File: src/hw/cache_geom_pkg.sv
package cache_geom_pkg;

    localparam int way_num = 2;
    localparam int set_num = 128;
    localparam int words_per_line = 16;
    localparam int bytes_per_word = 4;

    localparam int offset_bits = $clog2(words_per_line);
    localparam int index_bits = $clog2(set_num);
    localparam int align_bits = $clog2(bytes_per_word);
    localparam int tag_bits = 32 - index_bits - offset_bits - align_bits;
    localparam int way_bits = $clog2(way_num);
    // one entry per word of every line in a way
    localparam int data_depth = set_num * words_per_line;

    typedef logic [tag_bits-1:0] tag_t;
    typedef logic [index_bits-1:0] index_t;
    typedef logic [offset_bits-1:0] offset_t;
    typedef logic [31:0] word_t;
    typedef logic [bytes_per_word-1:0] strobe_t;
    typedef logic [way_bits-1:0] way_sel_t;

    typedef struct packed {
        tag_t                  tag;
        index_t                index;
        offset_t               offset;
        logic [align_bits-1:0] align;
    } cache_addr_t;

    typedef struct packed {
        logic valid;
        tag_t tag;
    } meta_t;

    typedef struct packed {
        logic  hit;
        logic  victim_valid;
        logic  victim_dirty;
        tag_t  victim_tag;
        word_t rdata;
    } way_result_t;

endpackage

File: src/hw/cache_bus_pkg.sv
package cache_bus_pkg;

    import cache_geom_pkg::*;

    // request as held between accept and compare
    typedef struct packed {
        cache_addr_t addr;
        // nonzero means store
        strobe_t     strobe;
        word_t       wdata;
    } cpu_req_t;

    typedef enum logic [1:0] {
        ms_idle,
        ms_writeback,
        ms_refill,
        ms_replay
    } miss_state_t;

endpackage

File: src/hw/cache_ifc.sv
`timescale 1ns/1ps

// request stage to the ways
interface lookup_if import cache_geom_pkg::*; ();
    logic        lookup_en;
    cache_addr_t lookup_addr;
    // held request, consumed in the compare cycle
    strobe_t     lookup_strobe;
    word_t       lookup_wdata;
    logic        compare_en;
    logic        store_ok;

    modport source (
        output lookup_en, lookup_addr, lookup_strobe, lookup_wdata, compare_en, store_ok
    );
    modport way (
        input lookup_en, lookup_addr, lookup_strobe, lookup_wdata, compare_en, store_ok
    );
endinterface


File: src/hw/request_stage.sv
`timescale 1ns/1ps

module request_stage import cache_geom_pkg::*; import cache_bus_pkg::*; (
    input  logic     clk,
    input  logic     resetn,
    input  logic     req_valid,
    input  word_t    req_addr,
    input  strobe_t  req_strobe,
    input  word_t    req_wdata,
    input  logic     any_hit,
    input  logic     replay,
    lookup_if.source lookup,
    output cpu_req_t held,
    output logic     addr_ok
);

    logic pending;
    logic cmp;
    logic accept;
    logic load_hit;

    assign accept = req_valid & addr_ok;
    assign load_hit = cmp & any_hit & ~|held.strobe;

    // a store hit leaves one idle cycle behind it
    assign addr_ok = ~pending | load_hit;

    // replay rereads the arrays for the held request
    assign lookup.lookup_en = accept | replay;
    assign lookup.lookup_addr = replay ? held.addr : req_addr;
    assign lookup.lookup_strobe = held.strobe;
    assign lookup.lookup_wdata = held.wdata;
    assign lookup.compare_en = cmp;
    assign lookup.store_ok = cmp & any_hit & |held.strobe;

    always_ff @(posedge clk) begin
        if (resetn) begin
            pending <= 1'b0;
            cmp <= 1'b0;
        end else begin
            cmp <= lookup.lookup_en;
            if (accept) begin
                pending <= 1'b1;
            end else if (cmp & any_hit) begin
                pending <= 1'b0;
            end
        end
    end

    always_ff @(posedge clk) begin
        if (accept) begin
            held.addr <= req_addr;
            held.strobe <= req_strobe;
            held.wdata <= req_wdata;
        end
    end

    // a missed request must own the stage until its replay hits
    assert property (@(posedge clk) disable iff (resetn)
        (lookup.compare_en && !any_hit) |-> !lookup.lookup_en)
        else $error("request_stage: new lookup during a miss");

endmodule

File: src/flat_wrapper.sv
// flat-port wrapper written by rule: the top's interface ports become plain ports
module request_stage_flat import cache_geom_pkg::*; import cache_bus_pkg::*;
  (clk, resetn, req_valid, req_addr, req_strobe, req_wdata, any_hit, replay, held, addr_ok, lookup_lookup_en, lookup_lookup_addr, lookup_lookup_strobe, lookup_lookup_wdata, lookup_compare_en, lookup_store_ok);
  lookup_if lookup_i ();
  input  logic clk;
  input  logic resetn;
  input  logic req_valid;
  input  word_t req_addr;
  input  strobe_t req_strobe;
  input  word_t req_wdata;
  input  logic any_hit;
  input  logic replay;
  output cpu_req_t held;
  output logic addr_ok;
  output wire logic [$bits(lookup_i.lookup_en)-1:0] lookup_lookup_en;
  output wire logic [$bits(lookup_i.lookup_addr)-1:0] lookup_lookup_addr;
  output wire logic [$bits(lookup_i.lookup_strobe)-1:0] lookup_lookup_strobe;
  output wire logic [$bits(lookup_i.lookup_wdata)-1:0] lookup_lookup_wdata;
  output wire logic [$bits(lookup_i.compare_en)-1:0] lookup_compare_en;
  output wire logic [$bits(lookup_i.store_ok)-1:0] lookup_store_ok;
  assign lookup_lookup_en = lookup_i.lookup_en;
  assign lookup_lookup_addr = lookup_i.lookup_addr;
  assign lookup_lookup_strobe = lookup_i.lookup_strobe;
  assign lookup_lookup_wdata = lookup_i.lookup_wdata;
  assign lookup_compare_en = lookup_i.compare_en;
  assign lookup_store_ok = lookup_i.store_ok;
  request_stage u_core (.clk(clk), .resetn(resetn), .req_valid(req_valid), .req_addr(req_addr), .req_strobe(req_strobe), .req_wdata(req_wdata), .any_hit(any_hit), .replay(replay), .lookup(lookup_i), .held(held), .addr_ok(addr_ok));
endmodule
File: config.mk
export PLATFORM = sky130hd
export DESIGN_NAME = request_stage_flat
export DESIGN_NICKNAME = d
export VERILOG_FILES = /design/src/hw/cache_geom_pkg.sv /design/src/hw/cache_bus_pkg.sv /design/src/hw/cache_ifc.sv /design/src/hw/request_stage.sv /design/src/flat_wrapper.sv
export SDC_FILE = /design/constraint.sdc
export NUM_CORES = 1
export LEC_CHECK = 0
export ABC_AREA = 0
export BUFFER_PORTS_ARGS = -buffer_cell sky130_fd_sc_hd__clkbuf_2
export CORE_MARGIN = 2
export CORE_UTILIZATION = 35
export CTS_BUF_LIST = sky130_fd_sc_hd__clkbuf_16
export DETAILED_ROUTE_END_ITERATION = 6
export PLACE_DENSITY = 0.71
export REMOVE_ABC_BUFFERS = 1
export SLEW_MARGIN = 15
export SYNTH_ARGS = -nofsm -noshare
export SYNTH_HDL_FRONTEND = slang
export SYNTH_SLANG_ARGS = --single-unit
File: constraint.sdc
create_clock -name clk -period 5.85 [get_ports clk]
set_input_delay 0.8775 -clock clk [delete_from_list [all_inputs] [get_ports clk]]
set_output_delay 0.8775 -clock clk [all_outputs]
set_load 0.02 [all_outputs]
==> results of run 1 <==
## layout by cell type (no fill, tap or decap), drive strengths merged, types with 2 or more instances in the layout
master and instances:
and2 2, o221ai 2, dfxtp 2, inv 4, buf 2, clkbuf 221
bufinv 3, edfxtp 68, mux2 32, nand2b 3
## logic make-up after synthesis
group | count (synthesis)
AO/OA/AOI/OAI | 5
buffers and inverters | 42
flip-flops | 70
multiplexers | 32
AND/OR/NAND/NOR | 9
## synth_stat cells (all sizes together)
cell type / count
edfxtp: 68
buf: 39
mux2: 32
nand2b: 3
and2: 2
dfxtp: 2
inv: 2
o221ai: 2
clkbuf: 1
nand2: 1
nand3: 1
o21ai: 1
o22ai: 1
o311ai: 1
or3b: 1
or4: 1
## worst max-delay path: stages
cell and delay (ns):
clkbuf_2 0.61, mux2_2 0.42, clkbuf_2 0.16
## through the flow
stage          instances  power [mW]  instance area, µm²  hold WS, ns  utilization [%]
2_1_floorplan        118       0.770                2570        0.537                -
3_3_place_gp         433       0.874                3780        0.592             48.4
3_5_place_dp         433       0.878                3780        0.611             48.4
4_1_cts              449        1.51                4120        0.619             52.8
5_1_grt              450        1.55                4150        0.657             53.1
6_report             450        1.49                4150        0.614             53.1
## power groups by stage
stage | clock (mW) | sequential [mW] | combinational [mW]
after global routing | 0.662 | 0.624 | 0.265
after CTS | 0.637 | 0.621 | 0.248
after detailed placement | 0 | 0.631 | 0.248
after floorplan | 0 | 0.699 | 0.0707
final | 0.624 | 0.619 | 0.248
after global placement | 0 | 0.629 | 0.245
## worst min path at each step
| stage | from | endpoint | slack (ns) | cells after the start |
|---|---|---|---|---|
| after detailed placement | u_core.lookup.compare_en | u_core.lookup.compare_en | 0.61 | 2 |
| after CTS | u_core.lookup.compare_en | u_core.lookup.compare_en | 0.62 | 2 |
| after global routing | u_core.lookup.compare_en | u_core.lookup.compare_en | 0.66 | 2 |
| after floorplan | u_core.pending | u_core.pending | 0.54 | 2 |
| final | u_core.lookup.compare_en | u_core.lookup.compare_en | 0.61 | 2 |
| after global placement | u_core.lookup.compare_en | u_core.lookup.compare_en | 0.59 | 2 |
## cell type report
class	count	area (µm²)
multi-input combinational	46	490
fill	670	3660
clock buffer	9	225
clock inverter	7	120
tap	102	128
sequential	70	2080
timing repair buffer	214	1100
inverter	2	7.51
## state kept, by name, indices dropped and copies added (netlist names)
name,count
u_core.pending,1
u_core.lookup.compare_en,1
u_core.lookup.lookup_wdata,32
u_core.held,32
u_core.lookup.lookup_strobe,4
## layer usage
| metal | vias to the layer above | share of wire (%) | track usage (%) |
|---|---|---|---|
| met3 | 9 | 6.7 | 3.37 |
| li1 | 934 | - | - |
| met1 | 946 | 37 | 16.6 |
| met5 | - | 0 | 0 |
| met4 | 0 | 1.8 | 6.64 |
| met2 | 93 | 55 | 24.3 |
==> results.json, run 1 <==
{
  "grt_pass1_vias": 1880,
  "cts_hold_buf": 0,
  "insertedDiodeCount": 0,
  "status": "finished clean",
  "slew_viol_final": 0,
  "htree_levels": 3,
  "timing.rr.start": "u_core.lookup.lookup_strobe[0]",
  "drive_above_1_share_pct": 76.7,
  "firstDrtPassIters": 4,
  "p_sw_uw": 385,
  "nets": 416,
  "combPwrFrac_pct": 16.7,
  "die_x_um": 94.3,
  "fin_skew_ns": 0.00890,
  "clkTransAtPathRegs_ns": 0.05,
  "io_pins": 213,
  "cp_data_required_time_ns": 4.97,
  "core_area_mm2": 0.00781,
  "avgSynthCellArea_um2": 18.1,
  "power_frac_clock_pct": 41.8,
  "crit_path_end_kind": "output pin",
  "synth_top_area_share_pct": 71.5,
  "tns_ns": 0,
  "yosys_register_bits": 70,
  "clkSinkCount": 70,
  "synth.area.top_cells": "edfxtp_1, mux2_2, buf_4",
  "cap_violations": 0,
  "period_needed_ns": 2.96,
  "netlist_area_mm2": 0.00286,
  "ff2ff_path_depth": 3,
  "p_sw_share_pct": 25.8,
  "ir_drop_v": 0.000174,
  "dieArea_mm2": 0.00890,
  "syn_inst": 158,
  "rrSetupSlack_ns": 3.57,
  "ant_nets": 0,
  "tightest_slew_ns": 0.812,
  "antenna_found_initial": 0,
  "cts.path.max_buffers": 2,
  "synth_seq_area_share_pct": 72.9,
  "clockRootBuffer": "clkbuf_16",
  "critPathMaxFanout": 34,
  "period_share_pct": 50.6,
  "drc": 0,
  "powerDensity_mw_per_mm2": 359,
  "drt_wl_total_um": 6570,
  "hold_class": "reg -> reg",
  "seq_power_share_pct": 41.5,
  "synth_top_area_cell": "edfxtp_1",
  "pre_cts_ws_ns": 2.87,
  "syn2layout_area_growth_pct": 45.3,
  "finalHoldViolCount": 0,
  "start_kind": "input port",
  "synth_adder_area_share_pct": 0,
  "synth-warning-count": 0,
  "clkLatencyLatePin_ns": 0.32,
  "cts_resized": 0,
  "synth-xor-area-share_pct": 0,
  "worstPathArrival_ns": 2.08,
  "synthSimpleGateAreaFrac_pct": 2.15,
  "rsz0062_at_grt": "no",
  "cts_tree": "yes",
  "crit_type": "in -> out",
  "grt_overflow": 0,
  "wl_per_cell_um": 14.6,
  "die_y_um": 94.3,
  "finalSetupViolCount": 0,
  "initial_core_util_pct": 36.6,
  "synth_compound_area_share_pct": 1.93,
  "crit_path_end": "lookup_lookup_addr[16]",
  "post_cts_buffers": 0,
  "cts-buffers-inserted": 9,
  "fin_ws_ns": 2.89,
  "vias": 1982,
  "max-slew-margin-rel_pct": 45.8,
  "viasPerCell": 4.40,
  "crit_start": "replay",
  "r2r-end": "u_core.held[49]",
  "hpwl_um": 5190,
  "port_buffers": 212,
  "grt_first_pass_wirelength_um": 9380,
  "synth_mux_area_share_pct": 12.6,
  "synth.distinct_cells": 18,
  "fmax_mhz": 338,
  "synth_top_family_by_area": "multiplexers",
  "gp_congestion": 0.718,
  "p_leak_nw": 1.92,
  "core.rowCount": 32,
  "grt_max_degree": 37,
  "track_usage_pct": 14.1,
  "first_iter_violations": 62,
  "intPower_mw": 1.11
}
(Power assumes the default switching activity.)
==> inputs of run 2 (changes only) <==
- ABC_AREA: 0 -> 1
- clock period: 5.85 -> 2.8 ns (I/O delays scaled with it)
==> results.json, run 2 <==
{
  "yosys_register_bits": 70,
  "initial_core_util_pct": 36.4,
  "gp_congestion": 0.776,
  "syn2layout_area_growth_pct": 40.8,
  "p_sw_share_pct": 27.7,
  "ir_drop_v": 0.000435,
  "drt_wl_total_um": 6590,
  "vias": 2239,
  "min_path_cells": 1,
  "ant_nets": 0,
  "worst_path_most_repeated_cell": "nand2_1",
  "port_buffers": 212,
  "track_usage_pct": 14.8,
  "finalSetupViolCount": 0,
  "clkLatencyLatePin_ns": 0.32,
  "period_needed_ns": 1.81,
  "crit_slowest_cell": "edfxtp_1",
  "max_stage_delay_ns": 0.42,
  "netlist_area_mm2": 0.00283,
  "slew_viol_final": 0,
  "start_kind": "flip-flop",
  "seq_power_share_pct": 47.1,
  "period_share_pct": 64.6,
  "nets": 479,
  "rsz0062_at_grt": "no",
  "avgSynthCellArea_um2": 12.7,
  "cts_hold_buf": 0,
  "ff2ff_path_depth": 6,
  "p_leak_nw": 2.02,
  "layout_commonest_cell": "clkbuf_2",
  "path_cells": "nor2_1 -> nand2_1 -> nand2_1 -> nand3_2 -> nand2_1 -> clkbuf_2",
  "intPower_mw": 2.00,
  "wl_per_cell_um": 12.8,
  "synth_edf_count": 68,
  "p_sw_uw": 768,
  "synth_top_area_cell": "edfxtp_1",
  "synth_top_flop_cell": "edfxtp_1",
  "min_to": "u_core.lookup.lookup_wdata[28]",
  "synth-warning-count": 0,
  "timing.rr.start": "u_core.lookup.lookup_strobe[2]",
  "grt_overflow": 0,
  "die_y_um": 93.9,
  "finish.utilization_pct": 51.3,
  "fin_skew_ns": 0.00660,
  "cts-buffers-inserted": 9,
  "cp_data_required_time_ns": 2.38,
  "synth_common_cells": "nand2_1, edfxtp_1, buf_4",
  "drive_above_1_share_pct": 55.7,
  "synth_top_area_share_pct": 72.1,
  "crit_buf_inv": 1,
  "r2r-end": "u_core.held[63]",
  "grt_max_degree": 37,
  "grt_first_pass_wirelength_um": 9790,
  "cts_resized": 0,
  "final_cell_mix": "clkbuf_2, nand2_1, edfxtp_1",
  "crit_type": "reg -> out",
  "hp-start": "req_wdata[28]",
  "critPathTopFamily": "simple AND/OR/NAND/NOR gates",
  "combPwrFrac_pct": 18.8,
  "htree_levels": 3,
  "crit_path_end_kind": "output pin",
  "synth_seq_area_share_pct": 73.6,
  "grt_pass1_vias": 2056,
  "critPathMaxFanout": 4,
  "viasPerCell": 4.36,
  "core_area_mm2": 0.00777,
  "hold_class": "in -> reg",
  "status": "finished clean",
  "max-slew-margin-rel_pct": 64.3,
  "clkTransAtPathRegs_ns": 0.05,
  "clkSinkCount": 70,
  "antenna_found_initial": 1,
  "cts.path.max_buffers": 2,
  "yosysMostFrequentCell": "nand2_1",
  "cap_violations": 0,
  "hpwl_um": 5210,
  "drc": 0,
  "cts_tree": "yes",
  "post_cts_buffers": 0,
  "io_pins": 213,
  "rrSetupSlack_ns": 1.09,
  "power_frac_clock_pct": 34.1,
  "finalHoldViolCount": 0,
  "syn_inst": 223,
  "synth-async-reset-ratio_pct": 0,
  "holdWs_ns": 0.271,
  "die_x_um": 93.9,
  "fmax_mhz": 553,
  "synth.area.top_cells": "edfxtp_1, nand2_1, buf_4",
  "powerDensity_mw_per_mm2": 694,
  "first_iter_violations": 104,
  "firstDrtPassIters": 5,
  "clockRootBuffer": "clkbuf_16",
  "dieArea_mm2": 0.00882,
  "tns_ns": 0,
  "worstPathArrival_ns": 1.39,
  "synth.distinct_cells": 12,
  "tightest_slew_ns": 0.535,
  "core.rowCount": 32
}
==> run 2: cell count changes after synthesis, moves of 2 or more <==
cell	before	now
nand2_1	1	101
mux2_2	32	0
a21oi_1	0	3
buf_6	0	3
nand2b_1	3	0
nor2_1	0	2
o221ai_1	2	0
==> run 2: logic make-up (layout without fill, tap and decap cells) <==
logic type / after synthesis / count (layout) / share of synthesized area (%)
flops: 70 / 70 / 73.6
buf+inv: 45 / 233 / 11.7
simple gates: 104 / 104 / 14.0
compound gates: 4 / 4 / 0.707
other cells: 0 / 1 / 0
==> run 2: worst max-delay path by stage <==
stage	startpoint	to	cells after the start
final	u_core.lookup.lookup_strobe[2]	lookup_lookup_en	6
after global routing	u_core.lookup.lookup_strobe[0]	lookup_lookup_en	6
after CTS	u_core.lookup.lookup_strobe[2]	lookup_lookup_en	6
after detailed placement	u_core.lookup.lookup_strobe[2]	u_core.held[64]	6
after global placement	u_core.lookup.lookup_strobe[2]	u_core.held[63]	6
after floorplan	u_core.lookup.lookup_strobe[1]	u_core.held[36]	5
==> run 2: power groups by stage <==
| stage | sequential [mW] | clock (mW) | combinational [mW] |
|---|---|---|---|
| finish | 1.30 | 0.944 | 0.520 |
| detailed placement | 1.32 | 0 | 0.526 |
| floorplan | 1.47 | 0 | 0.138 |
| CTS | 1.30 | 0.976 | 0.527 |
| global placement | 1.32 | 0 | 0.520 |
| global route | 1.31 | 1.02 | 0.559 |
==> run 2: layer usage <==
metal	part of all wire [%]	routed length (µm)	up-vias	track usage (%)
met5	0	0	-	0
met4	1.6	104	0	6.16
met3	11	725	9	5.62
met2	50	3270	150	24.9
met1	38	2490	1008	16.9
li1	-	-	1072	-
==> run 2: per-stage QoR <==
stage               std cells  power [mW]  worst slack, ns  cell area (µm²)
floorplan                 180        1.61           0.0696             2510
finish                    514        2.77            0.991             3990
global route              513        2.89            0.859             3980
CTS                       513        2.81            0.967             3980
detailed placement        497        1.85             1.08             3730
global placement          497        1.84             1.10             3730
==> run 2: area by class of cell <==
type                    count  area (µm²)
inverters                   2        7.51
clock buffers               9         225
diodes                      1        2.50
clock inverters             7        28.8
fillers                   672        3780
well taps                 102         128
repair buffers            215        1100
flip-flops and latches     70        2080
multi-input cells         108         417
