**src/hw/cache_geom_pkg.sv**
```systemverilog
package cache_geom_pkg;

    localparam int way_num = 2;
    localparam int set_num = 128;
    localparam int words_per_line = 16;
    localparam int bytes_per_word = 4;

    localparam int offset_bits = $clog2(words_per_line);
    localparam int index_bits = $clog2(set_num);
    localparam int align_bits = $clog2(bytes_per_word);
    localparam int tag_bits = 32 - index_bits - offset_bits - align_bits;
    localparam int way_bits = $clog2(way_num);
    // one entry per word of every line in a way
    localparam int data_depth = set_num * words_per_line;

    typedef logic [tag_bits-1:0] tag_t;
    typedef logic [index_bits-1:0] index_t;
    typedef logic [offset_bits-1:0] offset_t;
    typedef logic [31:0] word_t;
    typedef logic [bytes_per_word-1:0] strobe_t;
    typedef logic [way_bits-1:0] way_sel_t;

    typedef struct packed {
        tag_t                  tag;
        index_t                index;
        offset_t               offset;
        logic [align_bits-1:0] align;
    } cache_addr_t;

    typedef struct packed {
        logic valid;
        tag_t tag;
    } meta_t;

    typedef struct packed {
        logic  hit;
        logic  victim_valid;
        logic  victim_dirty;
        tag_t  victim_tag;
        word_t rdata;
    } way_result_t;

endpackage

```
**src/hw/cache_bus_pkg.sv**
```systemverilog
package cache_bus_pkg;

    import cache_geom_pkg::*;

    // request as held between accept and compare
    typedef struct packed {
        cache_addr_t addr;
        // nonzero means store
        strobe_t     strobe;
        word_t       wdata;
    } cpu_req_t;

    typedef enum logic [1:0] {
        ms_idle,
        ms_writeback,
        ms_refill,
        ms_replay
    } miss_state_t;

endpackage

```
**src/hw/cache_ifc.sv**
```systemverilog


// miss controller to the ways
interface refill_if import cache_geom_pkg::*; ();
    way_sel_t refill_way;
    index_t   refill_index;
    offset_t  refill_offset;
    logic     refill_read;
    logic     refill_write;
    word_t    refill_wdata;
    logic     set_meta;
    tag_t     new_tag;
    logic     new_dirty;

    modport ctrl (
        output refill_way, refill_index, refill_offset, refill_read, refill_write,
        output refill_wdata, set_meta, new_tag, new_dirty
    );
    modport way (
        input refill_way, refill_index, refill_offset, refill_read, refill_write,
        input refill_wdata, set_meta, new_tag, new_dirty
    );
endinterface

```
**src/hw/miss_ctrl.sv**
```systemverilog
`timescale 1ns/1ps

module miss_ctrl import cache_geom_pkg::*; import cache_bus_pkg::*; (
    input  logic                      clk,
    input  logic                      resetn,
    input  cpu_req_t                  held,
    input  logic                      compare_en,
    input  way_result_t [way_num-1:0] results,
    refill_if.ctrl                    refill,
    output logic                      any_hit,
    output logic                      replay,
    output logic                      data_ok,
    output word_t                     rdata,
    output logic                      bus_valid,
    output logic                      bus_write,
    output word_t                     bus_addr,
    output word_t                     bus_wdata,
    input  logic                      bus_ready,
    input  logic                      bus_last,
    input  word_t                     bus_rdata
);

    miss_state_t        state;
    logic [set_num-1:0] plru;
    logic [way_num-1:0] hit_vec;
    way_sel_t           hit_way;
    way_sel_t           pick_way;
    way_sel_t           vic_way;
    tag_t               vic_tag;
    offset_t            offset;
    logic               wb_primed;
    logic               miss;
    logic               beat;
    logic               fill_done;
    index_t             idx;
    cache_addr_t        line_addr;

    assign idx = held.addr.index;

    for (genvar w = 0; w < way_num; w++) begin : g_hit
        assign hit_vec[w] = results[w].hit;
    end

    always_comb begin
        hit_way = '0;
        for (int w = 0; w < way_num; w++) begin
            if (hit_vec[w]) begin
                hit_way = way_sel_t'(w);
            end
        end
    end

    assign any_hit = |hit_vec;
    assign data_ok = any_hit;
    assign rdata = results[hit_way].rdata;
    assign miss = compare_en & ~any_hit;
    assign pick_way = plru[idx];

    assign beat = bus_valid & bus_ready;
    assign fill_done = (state == ms_refill) & beat & bus_last;

    // writeback offers the word already sitting on the array output
    assign bus_valid = (state == ms_refill) | ((state == ms_writeback) & wb_primed);
    assign bus_write = state == ms_writeback;
    assign bus_wdata = results[vic_way].rdata;

    always_comb begin
        line_addr.tag = (state == ms_writeback) ? vic_tag : held.addr.tag;
        line_addr.index = idx;
        line_addr.offset = '0;
        line_addr.align = '0;
    end
    assign bus_addr = line_addr;

    assign refill.refill_way = vic_way;
    assign refill.refill_index = idx;
    assign refill.refill_offset = offset;
    assign refill.refill_read = (state == ms_writeback) & (~wb_primed | (beat & ~bus_last));
    assign refill.refill_write = (state == ms_refill) & beat;
    assign refill.refill_wdata = bus_rdata;
    assign refill.set_meta = fill_done;
    assign refill.new_tag = held.addr.tag;
    assign refill.new_dirty = 1'b0;

    assign replay = state == ms_replay;

    always_ff @(posedge clk) begin
        if (resetn) begin
            state <= ms_idle;
            offset <= '0;
            wb_primed <= 1'b0;
        end else begin
            case (state)
                ms_idle: begin
                    if (miss) begin
                        offset <= '0;
                        wb_primed <= 1'b0;
                        if (results[pick_way].victim_valid & results[pick_way].victim_dirty) begin
                            state <= ms_writeback;
                        end else begin
                            state <= ms_refill;
                        end
                    end
                end
                ms_writeback: begin
                    if (!wb_primed) begin
                        wb_primed <= 1'b1;
                        offset <= offset + 1'b1;
                    end else if (beat) begin
                        if (bus_last) begin
                            state <= ms_refill;
                            offset <= '0;
                        end else begin
                            offset <= offset + 1'b1;
                        end
                    end
                end
                ms_refill: begin
                    if (beat) begin
                        offset <= offset + 1'b1;
                        if (bus_last) begin
                            state <= ms_replay;
                        end
                    end
                end
                default: begin
                    state <= ms_idle;
                end
            endcase
        end
    end

    // victim fixed at the miss for the whole burst sequence
    always_ff @(posedge clk) begin
        if ((state == ms_idle) && miss) begin
            vic_way <= pick_way;
            vic_tag <= results[pick_way].victim_tag;
        end
    end

    // bit points at the way to evict next
    always_ff @(posedge clk) begin
        if (resetn) begin
            plru <= '0;
        end else if (any_hit) begin
            plru[idx] <= ~hit_way;
        end else if (fill_done) begin
            plru[idx] <= ~vic_way;
        end
    end

    // refill must never leave the same tag in two ways
    assert property (@(posedge clk) disable iff (resetn) $onehot0(hit_vec))
        else $error("miss_ctrl: more than one way hit");

endmodule

```
**src/flat_wrapper.sv**
```systemverilog
// flat-port wrapper written by rule: the top's interface ports become plain ports
module miss_ctrl_flat import cache_geom_pkg::*; import cache_bus_pkg::*;
  (clk, resetn, held, compare_en, results, any_hit, replay, data_ok, rdata, bus_valid, bus_write, bus_addr, bus_wdata, bus_ready, bus_last, bus_rdata, refill_refill_way, refill_refill_index, refill_refill_offset, refill_refill_read, refill_refill_write, refill_refill_wdata, refill_set_meta, refill_new_tag, refill_new_dirty);
  refill_if refill_i ();
  input  logic clk;
  input  logic resetn;
  input  cpu_req_t held;
  input  logic compare_en;
  input  way_result_t [way_num-1:0] results;
  output logic any_hit;
  output logic replay;
  output logic data_ok;
  output word_t rdata;
  output logic bus_valid;
  output logic bus_write;
  output word_t bus_addr;
  output word_t bus_wdata;
  input  logic bus_ready;
  input  logic bus_last;
  input  word_t bus_rdata;
  output wire logic [$bits(refill_i.refill_way)-1:0] refill_refill_way;
  output wire logic [$bits(refill_i.refill_index)-1:0] refill_refill_index;
  output wire logic [$bits(refill_i.refill_offset)-1:0] refill_refill_offset;
  output wire logic [$bits(refill_i.refill_read)-1:0] refill_refill_read;
  output wire logic [$bits(refill_i.refill_write)-1:0] refill_refill_write;
  output wire logic [$bits(refill_i.refill_wdata)-1:0] refill_refill_wdata;
  output wire logic [$bits(refill_i.set_meta)-1:0] refill_set_meta;
  output wire logic [$bits(refill_i.new_tag)-1:0] refill_new_tag;
  output wire logic [$bits(refill_i.new_dirty)-1:0] refill_new_dirty;
  assign refill_refill_way = refill_i.refill_way;
  assign refill_refill_index = refill_i.refill_index;
  assign refill_refill_offset = refill_i.refill_offset;
  assign refill_refill_read = refill_i.refill_read;
  assign refill_refill_write = refill_i.refill_write;
  assign refill_refill_wdata = refill_i.refill_wdata;
  assign refill_set_meta = refill_i.set_meta;
  assign refill_new_tag = refill_i.new_tag;
  assign refill_new_dirty = refill_i.new_dirty;
  miss_ctrl u_core (.clk(clk), .resetn(resetn), .held(held), .compare_en(compare_en), .results(results), .refill(refill_i), .any_hit(any_hit), .replay(replay), .data_ok(data_ok), .rdata(rdata), .bus_valid(bus_valid), .bus_write(bus_write), .bus_addr(bus_addr), .bus_wdata(bus_wdata), .bus_ready(bus_ready), .bus_last(bus_last), .bus_rdata(bus_rdata));
endmodule
```
**config.mk**
```make
export PLATFORM = sky130hd
export DESIGN_NAME = miss_ctrl_flat
export DESIGN_NICKNAME = d
export VERILOG_FILES = /design/src/hw/cache_geom_pkg.sv /design/src/hw/cache_bus_pkg.sv /design/src/hw/cache_ifc.sv /design/src/hw/miss_ctrl.sv /design/src/flat_wrapper.sv
export SDC_FILE = /design/constraint.sdc
export NUM_CORES = 1
export LEC_CHECK = 0
export ABC_AREA = 1
export BUFFER_PORTS_ARGS = -buffer_cell sky130_fd_sc_hd__buf_2
export CORE_AREA = 3 3 147 149
export DETAILED_ROUTE_END_ITERATION = 10
export DIE_AREA = 0 0 150 152
export PLACE_DENSITY = 0.76
export SLEW_MARGIN = 20
export SYNTH_ARGS = -nofsm -noshare
export SYNTH_HDL_FRONTEND = slang
export SYNTH_SLANG_ARGS = --single-unit
```
**constraint.sdc**
```tcl
create_clock -name clk -period 3.7 [get_ports clk]
set_clock_uncertainty 0.15 [all_clocks]
set_input_delay 0.925 -clock clk [delete_from_list [all_inputs] [get_ports clk]]
set_output_delay 0.925 -clock clk [all_outputs]
set_load 0.005 [all_outputs]
```
==> key figures, run 1 <==
Hold path
  – Hold Path Depth: 2
  – Worst hold path class: reg -> reg

Die
  – Boundary Pins: 381
  – Die area: 22800 µm²
  – Die Y: 152 µm
  – Die Span X: ~150 µm
  – Initial Utilization: 46.2%
  – Core box area: 20300 µm²
  – Cell Rows: 52

Finish
  – Final instance area: around 11000 µm²
  – Synth-to-Final Area Change: 18.7%
  – Fillcell total: 2004
  – Nets: ~1900
  – Layout cell share with drive strength beyond 1: 19.5%

GRT
  – GR Util All Layers: 26.5%
  – Largest net degree at the start of global routing: 126
  – Initial antenna violation count: 8
  – First-pass GRT wire length: 48.4 mm
  – Grt ovf: 0
  – Vias in the first global route: 9019

Timing
  – Fmax: 315 MHz
  – Setup tns final: 0 ps
  – Rel. slew slack: 55.9%
  – Final Hold Fails: 0
  – Setup ws final: 528 ps
  – Minimum clock period: 3170 ps
  – Tightest Pin Transition: 661 ps
  – RSZ-0062 raised after global routing: no
  – Final Setup Violations: 0
  – Final Max Tran Viols: 0
  – Final period utilization: 85.7%

Worst setup path
  – Endpoint type of the worst setup path: output pin
  – Worst setup SP type: flop
  – Kind of critical path: reg -> out
  – Critical Path AT: 2100 ps
  – Data required time of the worst path: around 2600 ps
  – R2R depth: 10
  – Highest net fanout along the worst path: 19

Synth
  – Largest family of logic cells by synthesized area: simple AND/OR/NAND/NOR gates
  – Yosys top cell area share: 28.8%
  – Distinct cell type count after synthesis: 30
  – Avg Inst Size Synth: 6.16 µm²
  – Largest cells by area after synthesis: dfxtp_1 (29%), nand2_1 (21%), o21ai_0 (11%), inv_1 (7.4%), a21oi_1 (6.7%)
  – YS warnings: 0
  – Ys async rst share: 0%
  – Simple-Gate Fraction of Synth Area: 27.6%
  – Xor/xnor share of the synthesized area: less than 1%
  – Synth Area in Compound Gates: 19.1%
  – Syn Inst Count: 1524
  – Area leader, netlist: dfxtp_1
  – Seq/Total Area, Yosys: approximately a third
  – #FFs+latches synth: approximately 160
  – Adder-cell share of the synthesized area: 0.800%
  – Post-Syn Area: 9380 µm²
  – Mux contribution to synthesized area: 0%
  – Post-synth EDFFs: 20
  – Top_reg_cell synth: dfxtp_1

Detailed routing
  – Vias: 10200
  – Routed len/inst: 15.9 µm
  – Routed WL: 31.4 mm
  – Number of DRC markers in iteration 0: roughly 860
  – DRT Pass-1 Iters: 6
  – DRC Markers: 0
  – Detail Route Antenna Nets: 0
  – DR vias/cell: 5.14

Clock network
  – Post_cts resized: 0
  – Setup bufs post-CTS: 0
  – CTS tree: yes
  – Clock sink total: 155
  – Clock Latency Late Sink: roughly 430 ps
  – H-Tree Depth: 4
  – Hold buffer count at CTS: 0
  – Num CTS Buffers: 17
  – CTS Root Cell: clkbuf_16
  – Reg clk slew, reported paths: 70 ps
  – Max clock buf depth: 2

Placed design
  – Final GP Congestion: approximately 0.94
  – IO Port Bufs: between 200 and 300
  – Placed Area: 10500 µm²
  – DP Wirelength: 22.8 mm
  – Setup WS pre-CTS: 340 ps

Power
  – Cell Pwr Density: approximately 420 nW/µm²
  – Max rail drop VDD: roughly 0.37 mV
  – Leak Pwr: roughly 5.3 nW

Flow run
  – Max cap viols: 0

Outcome
  – Status: finished, final reports clean
sequential cells by signal, indices dropped and copies added, names as in the netlist:
| signal | flops |
|---|---|
| u_core.vic_tag | 19 |
| u_core.refill.refill_way | 1 |
| u_core.refill.refill_offset | 4 |
| u_core.state | 2 |
| u_core.plru | 128 |
| u_core.wb_primed | 1 |
cells by family (layout without fill, tap and decap cells):
group	after synthesis	after routing
and+or+nand+nor	670	670
AOI/OAI and AO/OA	353	353
buffers and inverters	338	513
DFF	155	155
adders and majority gates	6	6
other	1	15
xor gates and xnor gates	1	1
path summary, 6_finish.rpt:
kind                    from               to  slack [ps]
max          u_core.state[1]     bus_addr[28]         530
min          u_core.plru[21]  u_core.plru[21]         300
max reg2reg  u_core.state[0]  u_core.plru[46]         970
min reg2reg  u_core.plru[21]  u_core.plru[21]         300
area by class of cell:
| class | instances | area (µm²) | area share, % |
|---|---|---|---|
| diodes | 8 | 20.0 | 0.180 |
| clock buffers | 17 | 425 | 3.82 |
| clock inverters | 15 | 245 | 2.20 |
| inverters | 190 | 713 | 6.40 |
| multi-input cells | 1037 | 4520 | 40.5 |
| flip-flops and latches | 155 | 3300 | 29.6 |
| well taps | 270 | 338 | 3.03 |
| repair buffers | 291 | 1580 | 14.2 |
Yosys cell counts, drive strengths merged (2+ instances only):
master and count:
clkinv 3, dfxtp 135, nand3 39, a211oi 3, clkbuf 48, edfxtp 20, a31oi 13, o21ai 210
a21oi 125, nor2 87, ha 6, nor3 3, buf 100, inv 187, nand4 2, nand2 536
routing by layer:
metal | track usage [%] | vias to the layer above | wire length, µm
met2 | 41.5 | 514 | 14800
met5 | 0 | - | 0
met3 | 6.37 | 58 | 3220
met1 | 34.6 | 4568 | 12500
li1 | - | 5058 | -
met4 | 12.0 | 0 | 904
critical path: stages (launching register included):
cell and delay [ps]:
dfxtp_1 360, inv_1 120, ha_1 180, clkinv_1 480, nand2_1 190, nand2_1 160
buf_2 170
placed cells by master, fill, tap and decap left out, types with 2 or more instances in the layout:
cell / n
clkinv_4: 2
nand2_1: 536
a21oi_1: 124
conb_1: 7
buf_4: 19
inv_1: 184
nand3_1: 39
diode_2: 8
clkinvlp_4: 2
clkinv_1: 4
buf_2: 267
nor3_1: 2
nor2_2: 3
buf_12: 5
bufinv_16: 6
nor2_1: 84
a211oi_1: 3
edfxtp_1: 20
o21ai_0: 204
inv_2: 4
clkbuf_16: 17
ha_1: 6
dfxtp_1: 135
o21ai_1: 6
a31oi_1: 13
metrics by stage:
stage	utilization, %	instances	power, mW	hold WS (ps)
after global placement	51.5	1943	2.70	283
after global routing	54.9	1983	4.88	312
after floorplan	-	1530	2.36	274
final	54.9	1983	4.69	296
after CTS	54.8	1975	4.69	298
after detailed placement	51.5	1943	2.71	289
report_power, final:
group	switching (mW)	internal (mW)	leakage, nW
Sequential	0.0251	1.74	1.27
Combinational	0.591	0.327	3.72
Clock	0.731	1.27	0.321
Total	1.35	3.34	5.31
No activity file was read; power rests on OpenSTA's default activity.
==> run 2, diff against run 1 <==
--- a/config.mk
+++ b/config.mk
@@ -6,7 +6,7 @@
 export NUM_CORES = 1
 export LEC_CHECK = 0
 export ABC_AREA = 1
-export BUFFER_PORTS_ARGS = -buffer_cell sky130_fd_sc_hd__buf_2
+export BUFFER_PORTS_ARGS = -buffer_cell sky130_fd_sc_hd__clkbuf_2
 export CORE_AREA = 3 3 147 149
 export DETAILED_ROUTE_END_ITERATION = 10
 export DIE_AREA = 0 0 150 152
==> key figures, run 2 (synthesis gave the netlist of run 1 again) <==
Outcome
  – Status: finished, final reports clean

Worst setup path
  – Most common cell on crit path: nand2_1
  – CP Cell Sequence: inv_1 > ha_1 > clkinv_1 > nand2_1 > nand2_1 > clkbuf_2
  – Highest net fanout along the worst path: 19
  – Buf/Inv on CP: 3
  – Worst r2r dst: u_core.plru[94]
  – Data required time of the worst path: between 2000 and 3000 ps
  – Worst setup SP type: flop
  – Reg2Reg Setup Slack: ~1100 ps
  – R2R depth: 10
  – CP startpoint: u_core.state[1]
  – Reg-to-Reg Start: u_core.state[0]
  – Largest delay share family, worst path: buffers and inverters
  – Endpoint type of the worst setup path: output pin
  – Kind of critical path: reg -> out
  – Max stage delay on crit path: 500 ps
  – CP max stage cell: clkinv_1
  – Critical Path AT: 2150 ps

Detailed routing
  – Detail Route Antenna Nets: 0
  – Routed len/inst: 16.1 µm
  – Number of DRC markers in iteration 0: 744
  – DR vias/cell: between 5 and 6
  – DRC Markers: 0
  – DRT Pass-1 Iters: 5
  – Routed WL: 31.8 mm
  – Vias: 10200

Placed design
  – IO Port Bufs: 267
  – Final GP Congestion: around 0.96
  – Cells after DPL: 1944
  – DP Wirelength: 23.4 mm

Timing
  – Final Hold Fails: 0
  – Final Max Tran Viols: 0
  – Setup tns final: 0 ps
  – Final Setup Violations: 0
  – Worst hold slack: 296 ps
  – Tightest Pin Transition: ~720 ps
  – Rel. slew slack: 51.9%
  – Fmax: 310 MHz
  – Minimum clock period: 3220 ps
  – RSZ-0062 raised after global routing: no
  – Final period utilization: 87.2%

GRT
  – Grt ovf: 0
  – Initial antenna violation count: 2
  – GR Util All Layers: 26.8%
  – Vias in the first global route: between 8000 and 9000
  – First-pass GRT wire length: approximately 48 mm
  – Largest net degree at the start of global routing: 65

Hold path
  – Worst hold path class: reg -> reg
  – Hold Path Depth: 2
  – WHS Endpoint: u_core.plru[121]
  – Min-delay src: u_core.plru[121]

Finish
  – Reg area: 3300 µm²
  – Final Non-Filler Cells: 1979
  – Nets: about 1900
  – Most frequent cells in the layout: nand2_1 (536), clkbuf_2 (267), o21ai_0 (204)
  – Max reg flops: 128
  – Layout cell share with drive strength beyond 1: about a fifth
  – Most common cell after layout, fill and taps aside: nand2_1
  – Footprint of the multi-input gates: 4520 µm²
  – Synth-to-Final Area Change: 18.4%
  – Fillcell total: around 2000
  – Reg with most FFs: u_core.plru

Die
  – Core box area: 20300 µm²
  – Die Y: 152 µm
  – Die area: 22800 µm²
  – Die Span X: 150 µm
  – Initial Utilization: 46.2%
  – Cell Rows: between 50 and 60
  – Boundary Pins: 381

Clock network
  – Hold buffer count at CTS: 0
  – CTS Root Cell: clkbuf_16
  – Setup bufs post-CTS: 0
  – Reg clk slew, reported paths: 60 ps
  – H-Tree Depth: 4
  – Clock Latency Late Sink: 430 ps
  – Max clock buf depth: 2
  – Post_cts resized: 0
  – CTS tree: yes
  – Clock sink total: 155
  – Num CTS Buffers: 17

Power
  – Cell Pwr Density: 415 nW/µm²
  – Sequential power share: 38.4%
  – Clock share of power: approximately two fifths
  – Leak Pwr: 5.35 nW
  – Logic pwr share: 20.0%
  – Switching Fraction: 29.0%
  – Power Total: ~4.6 mW
  – Max rail drop VDD: 0.279 mV
  – Switching Power: approximately 1.3 mW
  – P_int: ~3.3 mW

Flow run
  – Max cap viols: 0
[run 2: worst register-to-register path: stages, from the launching register on]
cell	delay (ps)
dfxtp_1	350
inv_1	110
ha_1	200
nand2_1	90
o21ai_0	200
buf_4	220
nand2_1	260
inv_1	540
nand2_1	150
o21ai_0	200
a21oi_1	60
[run 2: power by group through the flow]
stage                     Combinational [mW]  Sequential (mW)  Clock [mW]
after global placement                 0.901             1.80           0
after global routing                    1.02             1.77        2.02
after floorplan                        0.561             1.80           0
after detailed placement               0.913             1.81           0
after CTS                              0.916             1.77        1.94
final                                  0.920             1.77        1.92
[run 2: cell type report]
type	instances	area share, %
well taps	270	3.04
clock inverters	14	1.93
flip-flops and latches	155	29.7
inverters	190	6.42
clock buffers	18	3.86
repair buffers	292	14.3
diodes	3	0.0676
multi-input cells	1037	40.7
[run 2: routing by layer]
layer	global-route usage, %	vias to the layer above	share of wire [%]
met5	0	-	0
met4	10.9	0	3.1
met3	6.11	60	8.4
met2	42.5	436	47
met1	35.2	4606	42
li1	-	5056	-
[run 2: how the worst max path moves through the flow]
| stage | end | slack (ps) | cells past startpoint |
|---|---|---|---|
| floorplan | u_core.refill.refill_way | 480 | 3 |
| global placement | u_core.vic_tag[2] | 270 | 15 |
| detailed placement | u_core.vic_tag[2] | 260 | 15 |
| CTS | bus_addr[28] | 500 | 6 |
| global route | bus_addr[28] | 370 | 6 |
| finish | bus_addr[28] | 480 | 6 |
[run 2: metrics by stage]
step / worst slack (ps) / cell area [µm²] / util (%)
2_1_floorplan: 478 / 9410 / -
3_3_place_gp: 274 / 10500 / 51.5
3_5_place_dp: 261 / 10500 / 51.5
4_1_cts: 499 / 11100 / 54.7
5_1_grt: 368 / 11100 / 54.7
6_report: 475 / 11100 / 54.7
==> run 3, diff against run 2 <==
--- a/config.mk
+++ b/config.mk
@@ -7,10 +7,10 @@
 export LEC_CHECK = 0
 export ABC_AREA = 1
 export BUFFER_PORTS_ARGS = -buffer_cell sky130_fd_sc_hd__clkbuf_2
-export CORE_AREA = 3 3 147 149
+export CORE_ASPECT_RATIO = 0.9
+export CORE_UTILIZATION = 45
 export DETAILED_ROUTE_END_ITERATION = 10
-export DIE_AREA = 0 0 150 152
-export PLACE_DENSITY = 0.76
+export PLACE_DENSITY = 0.75
 export SLEW_MARGIN = 20
 export SYNTH_ARGS = -nofsm -noshare
 export SYNTH_HDL_FRONTEND = slang
==> key figures, run 3 (synthesis gave the netlist of run 1 again) <==
GRT
  – Grt ovf: 0
  – First-pass GRT wire length: 46.7 mm
  – Vias in the first global route: 9005
  – Largest net degree at the start of global routing: 85
  – GR Util All Layers: 27.7%
  – Initial antenna violation count: 3

Finish
  – Nets: around 1900
  – Synth-to-Final Area Change: 19.0%
  – Reg with most FFs: u_core.plru
  – Most common cell after layout, fill and taps aside: nand2_1
  – Most frequent cells in the layout: nand2_1 (536), clkbuf_2 (267), o21ai_0 (204)
  – Layout cell share with drive strength beyond 1: 19.9%
  – Max reg flops: 128

Timing
  – Final Max Tran Viols: 0
  – Tightest Pin Transition: 785 ps
  – Final period utilization: between 80% and 90%
  – Rel. slew slack: about 48%
  – RSZ-0062 raised after global routing: no
  – Final Hold Fails: 0
  – Worst hold slack: 294 ps
  – Fmax: 320 MHz
  – Minimum clock period: ~3100 ps
  – Final Setup Violations: 0
  – Setup tns final: 0 ps

Worst setup path
  – Endpoint type of the worst setup path: flop
  – Worst setup SP type: input port
  – Kind of critical path: in -> reg
  – Data required time of the worst path: 3880 ps
  – R2R depth: 10
  – CP max stage cell: inv_1
  – CP Cell Sequence: clkbuf_2 > inv_2 > nor2_2 > inv_1 > nor2_1 > nand2_1 > inv_1 > nand2_1 > o21ai_0 > a21oi_1
  – Reg2Reg Setup Slack: 870 ps
  – Worst r2r dst: u_core.plru[114]
  – Critical Path AT: 3300 ps
  – Reg-to-Reg Start: u_core.state[0]
  – Max stage delay on crit path: 530 ps
  – Highest net fanout along the worst path: 12

Outcome
  – Status: finished, final reports clean

Detailed routing
  – Routed len/inst: approximately 15 µm
  – Number of DRC markers in iteration 0: 962
  – DRC Markers: 0
  – Vias: around 10000
  – DRT Pass-1 Iters: 5
  – Detail Route Antenna Nets: 0
  – Routed WL: between 20 and 30 mm
  – DR vias/cell: 5.12

Hold path
  – WHS Endpoint: u_core.plru[15]
  – Hold Path Depth: 2
  – Min-delay src: u_core.plru[15]
  – Worst hold path class: reg -> reg

Clock network
  – CTS Root Cell: clkbuf_16
  – Hold buffer count at CTS: 0
  – Clock Latency Late Sink: 440 ps
  – H-Tree Depth: 4
  – Clock sink total: ~160
  – Max clock buf depth: 2
  – Num CTS Buffers: 17
  – CTS tree: yes
  – Reg clk slew, reported paths: approximately 60 ps
  – Setup bufs post-CTS: 0
  – Post_cts resized: 0

Power
  – Leak Pwr: 5.40 nW
  – Max rail drop VDD: 0.321 mV
  – Cell Pwr Density: 421 nW/µm²

Die
  – Cell Rows: 49
  – Die Y: 139 µm
  – Die Span X: 154 µm
  – Core box area: 20200 µm²
  – Initial Utilization: 46.4%
  – Boundary Pins: 381
  – Die area: 21400 µm²

Placed design
  – DP Wirelength: 21.3 mm
  – IO Port Bufs: 267
  – Final GP Congestion: approximately 0.90

Flow run
  – Max cap viols: 0
-- run 3: how the worst max path moves through the flow --
stage                     depth (start not counted)  slack, ps    startpoint                        to
after CTS                                        14        660      held[44]        u_core.vic_tag[17]
after floorplan                                   3        480  results[107]  u_core.refill.refill_way
after global routing                             10        350      held[44]          u_core.plru[116]
after global placement                           14        230      held[44]         u_core.vic_tag[8]
after detailed placement                         14        220      held[44]        u_core.vic_tag[10]
final                                            10        580      held[44]          u_core.plru[116]
-- run 3: worst max-delay path, delay by kind of cell --
family,cells,cell delay (ps)
simple gates,4,1030
compound gates,2,270
buf+inv,4,1080
-- run 3: area by class of cell --
class,instances,area [µm²]
inverter,190,713
antenna,2,5.00
multi-input combinational,1037,4520
fill,1981,9070
sequential,155,3300
clock inverter,12,206
timing repair buffer,298,1620
tap,255,319
clock buffer,20,479
-- run 3: metal layers --
layer  global-route usage (%)  part of all wire (%)  vias up
li1                         -                     -     5064
met1                     34.7                    42     4562
met2                     46.1                    48      397
met3                     4.78                   6.6       67
met4                     13.3                   3.7        0
met5                        0                     0        -
-- run 3: power by group --
group / switching, mW / internal, mW
Combinational: 0.578 / 0.329
Sequential: 0.0224 / 1.74
Clock: 0.740 / 1.29
Total: 1.34 / 3.36
-- run 3: stage by stage --
step / cells / util (%) / setup slack [ps] / instance area (µm²) / power (mW)
2_1_floorplan: 1530 / - / 478 / 9410 / 2.36
3_3_place_gp: 1935 / 51.8 / 229 / 10500 / 2.68
3_5_place_dp: 1935 / 51.8 / 219 / 10500 / 2.70
4_1_cts: 1967 / 55.1 / 664 / 11200 / 4.70
5_1_grt: 1969 / 55.2 / 346 / 11200 / 4.89
6_report: 1969 / 55.2 / 576 / 11200 / 4.70
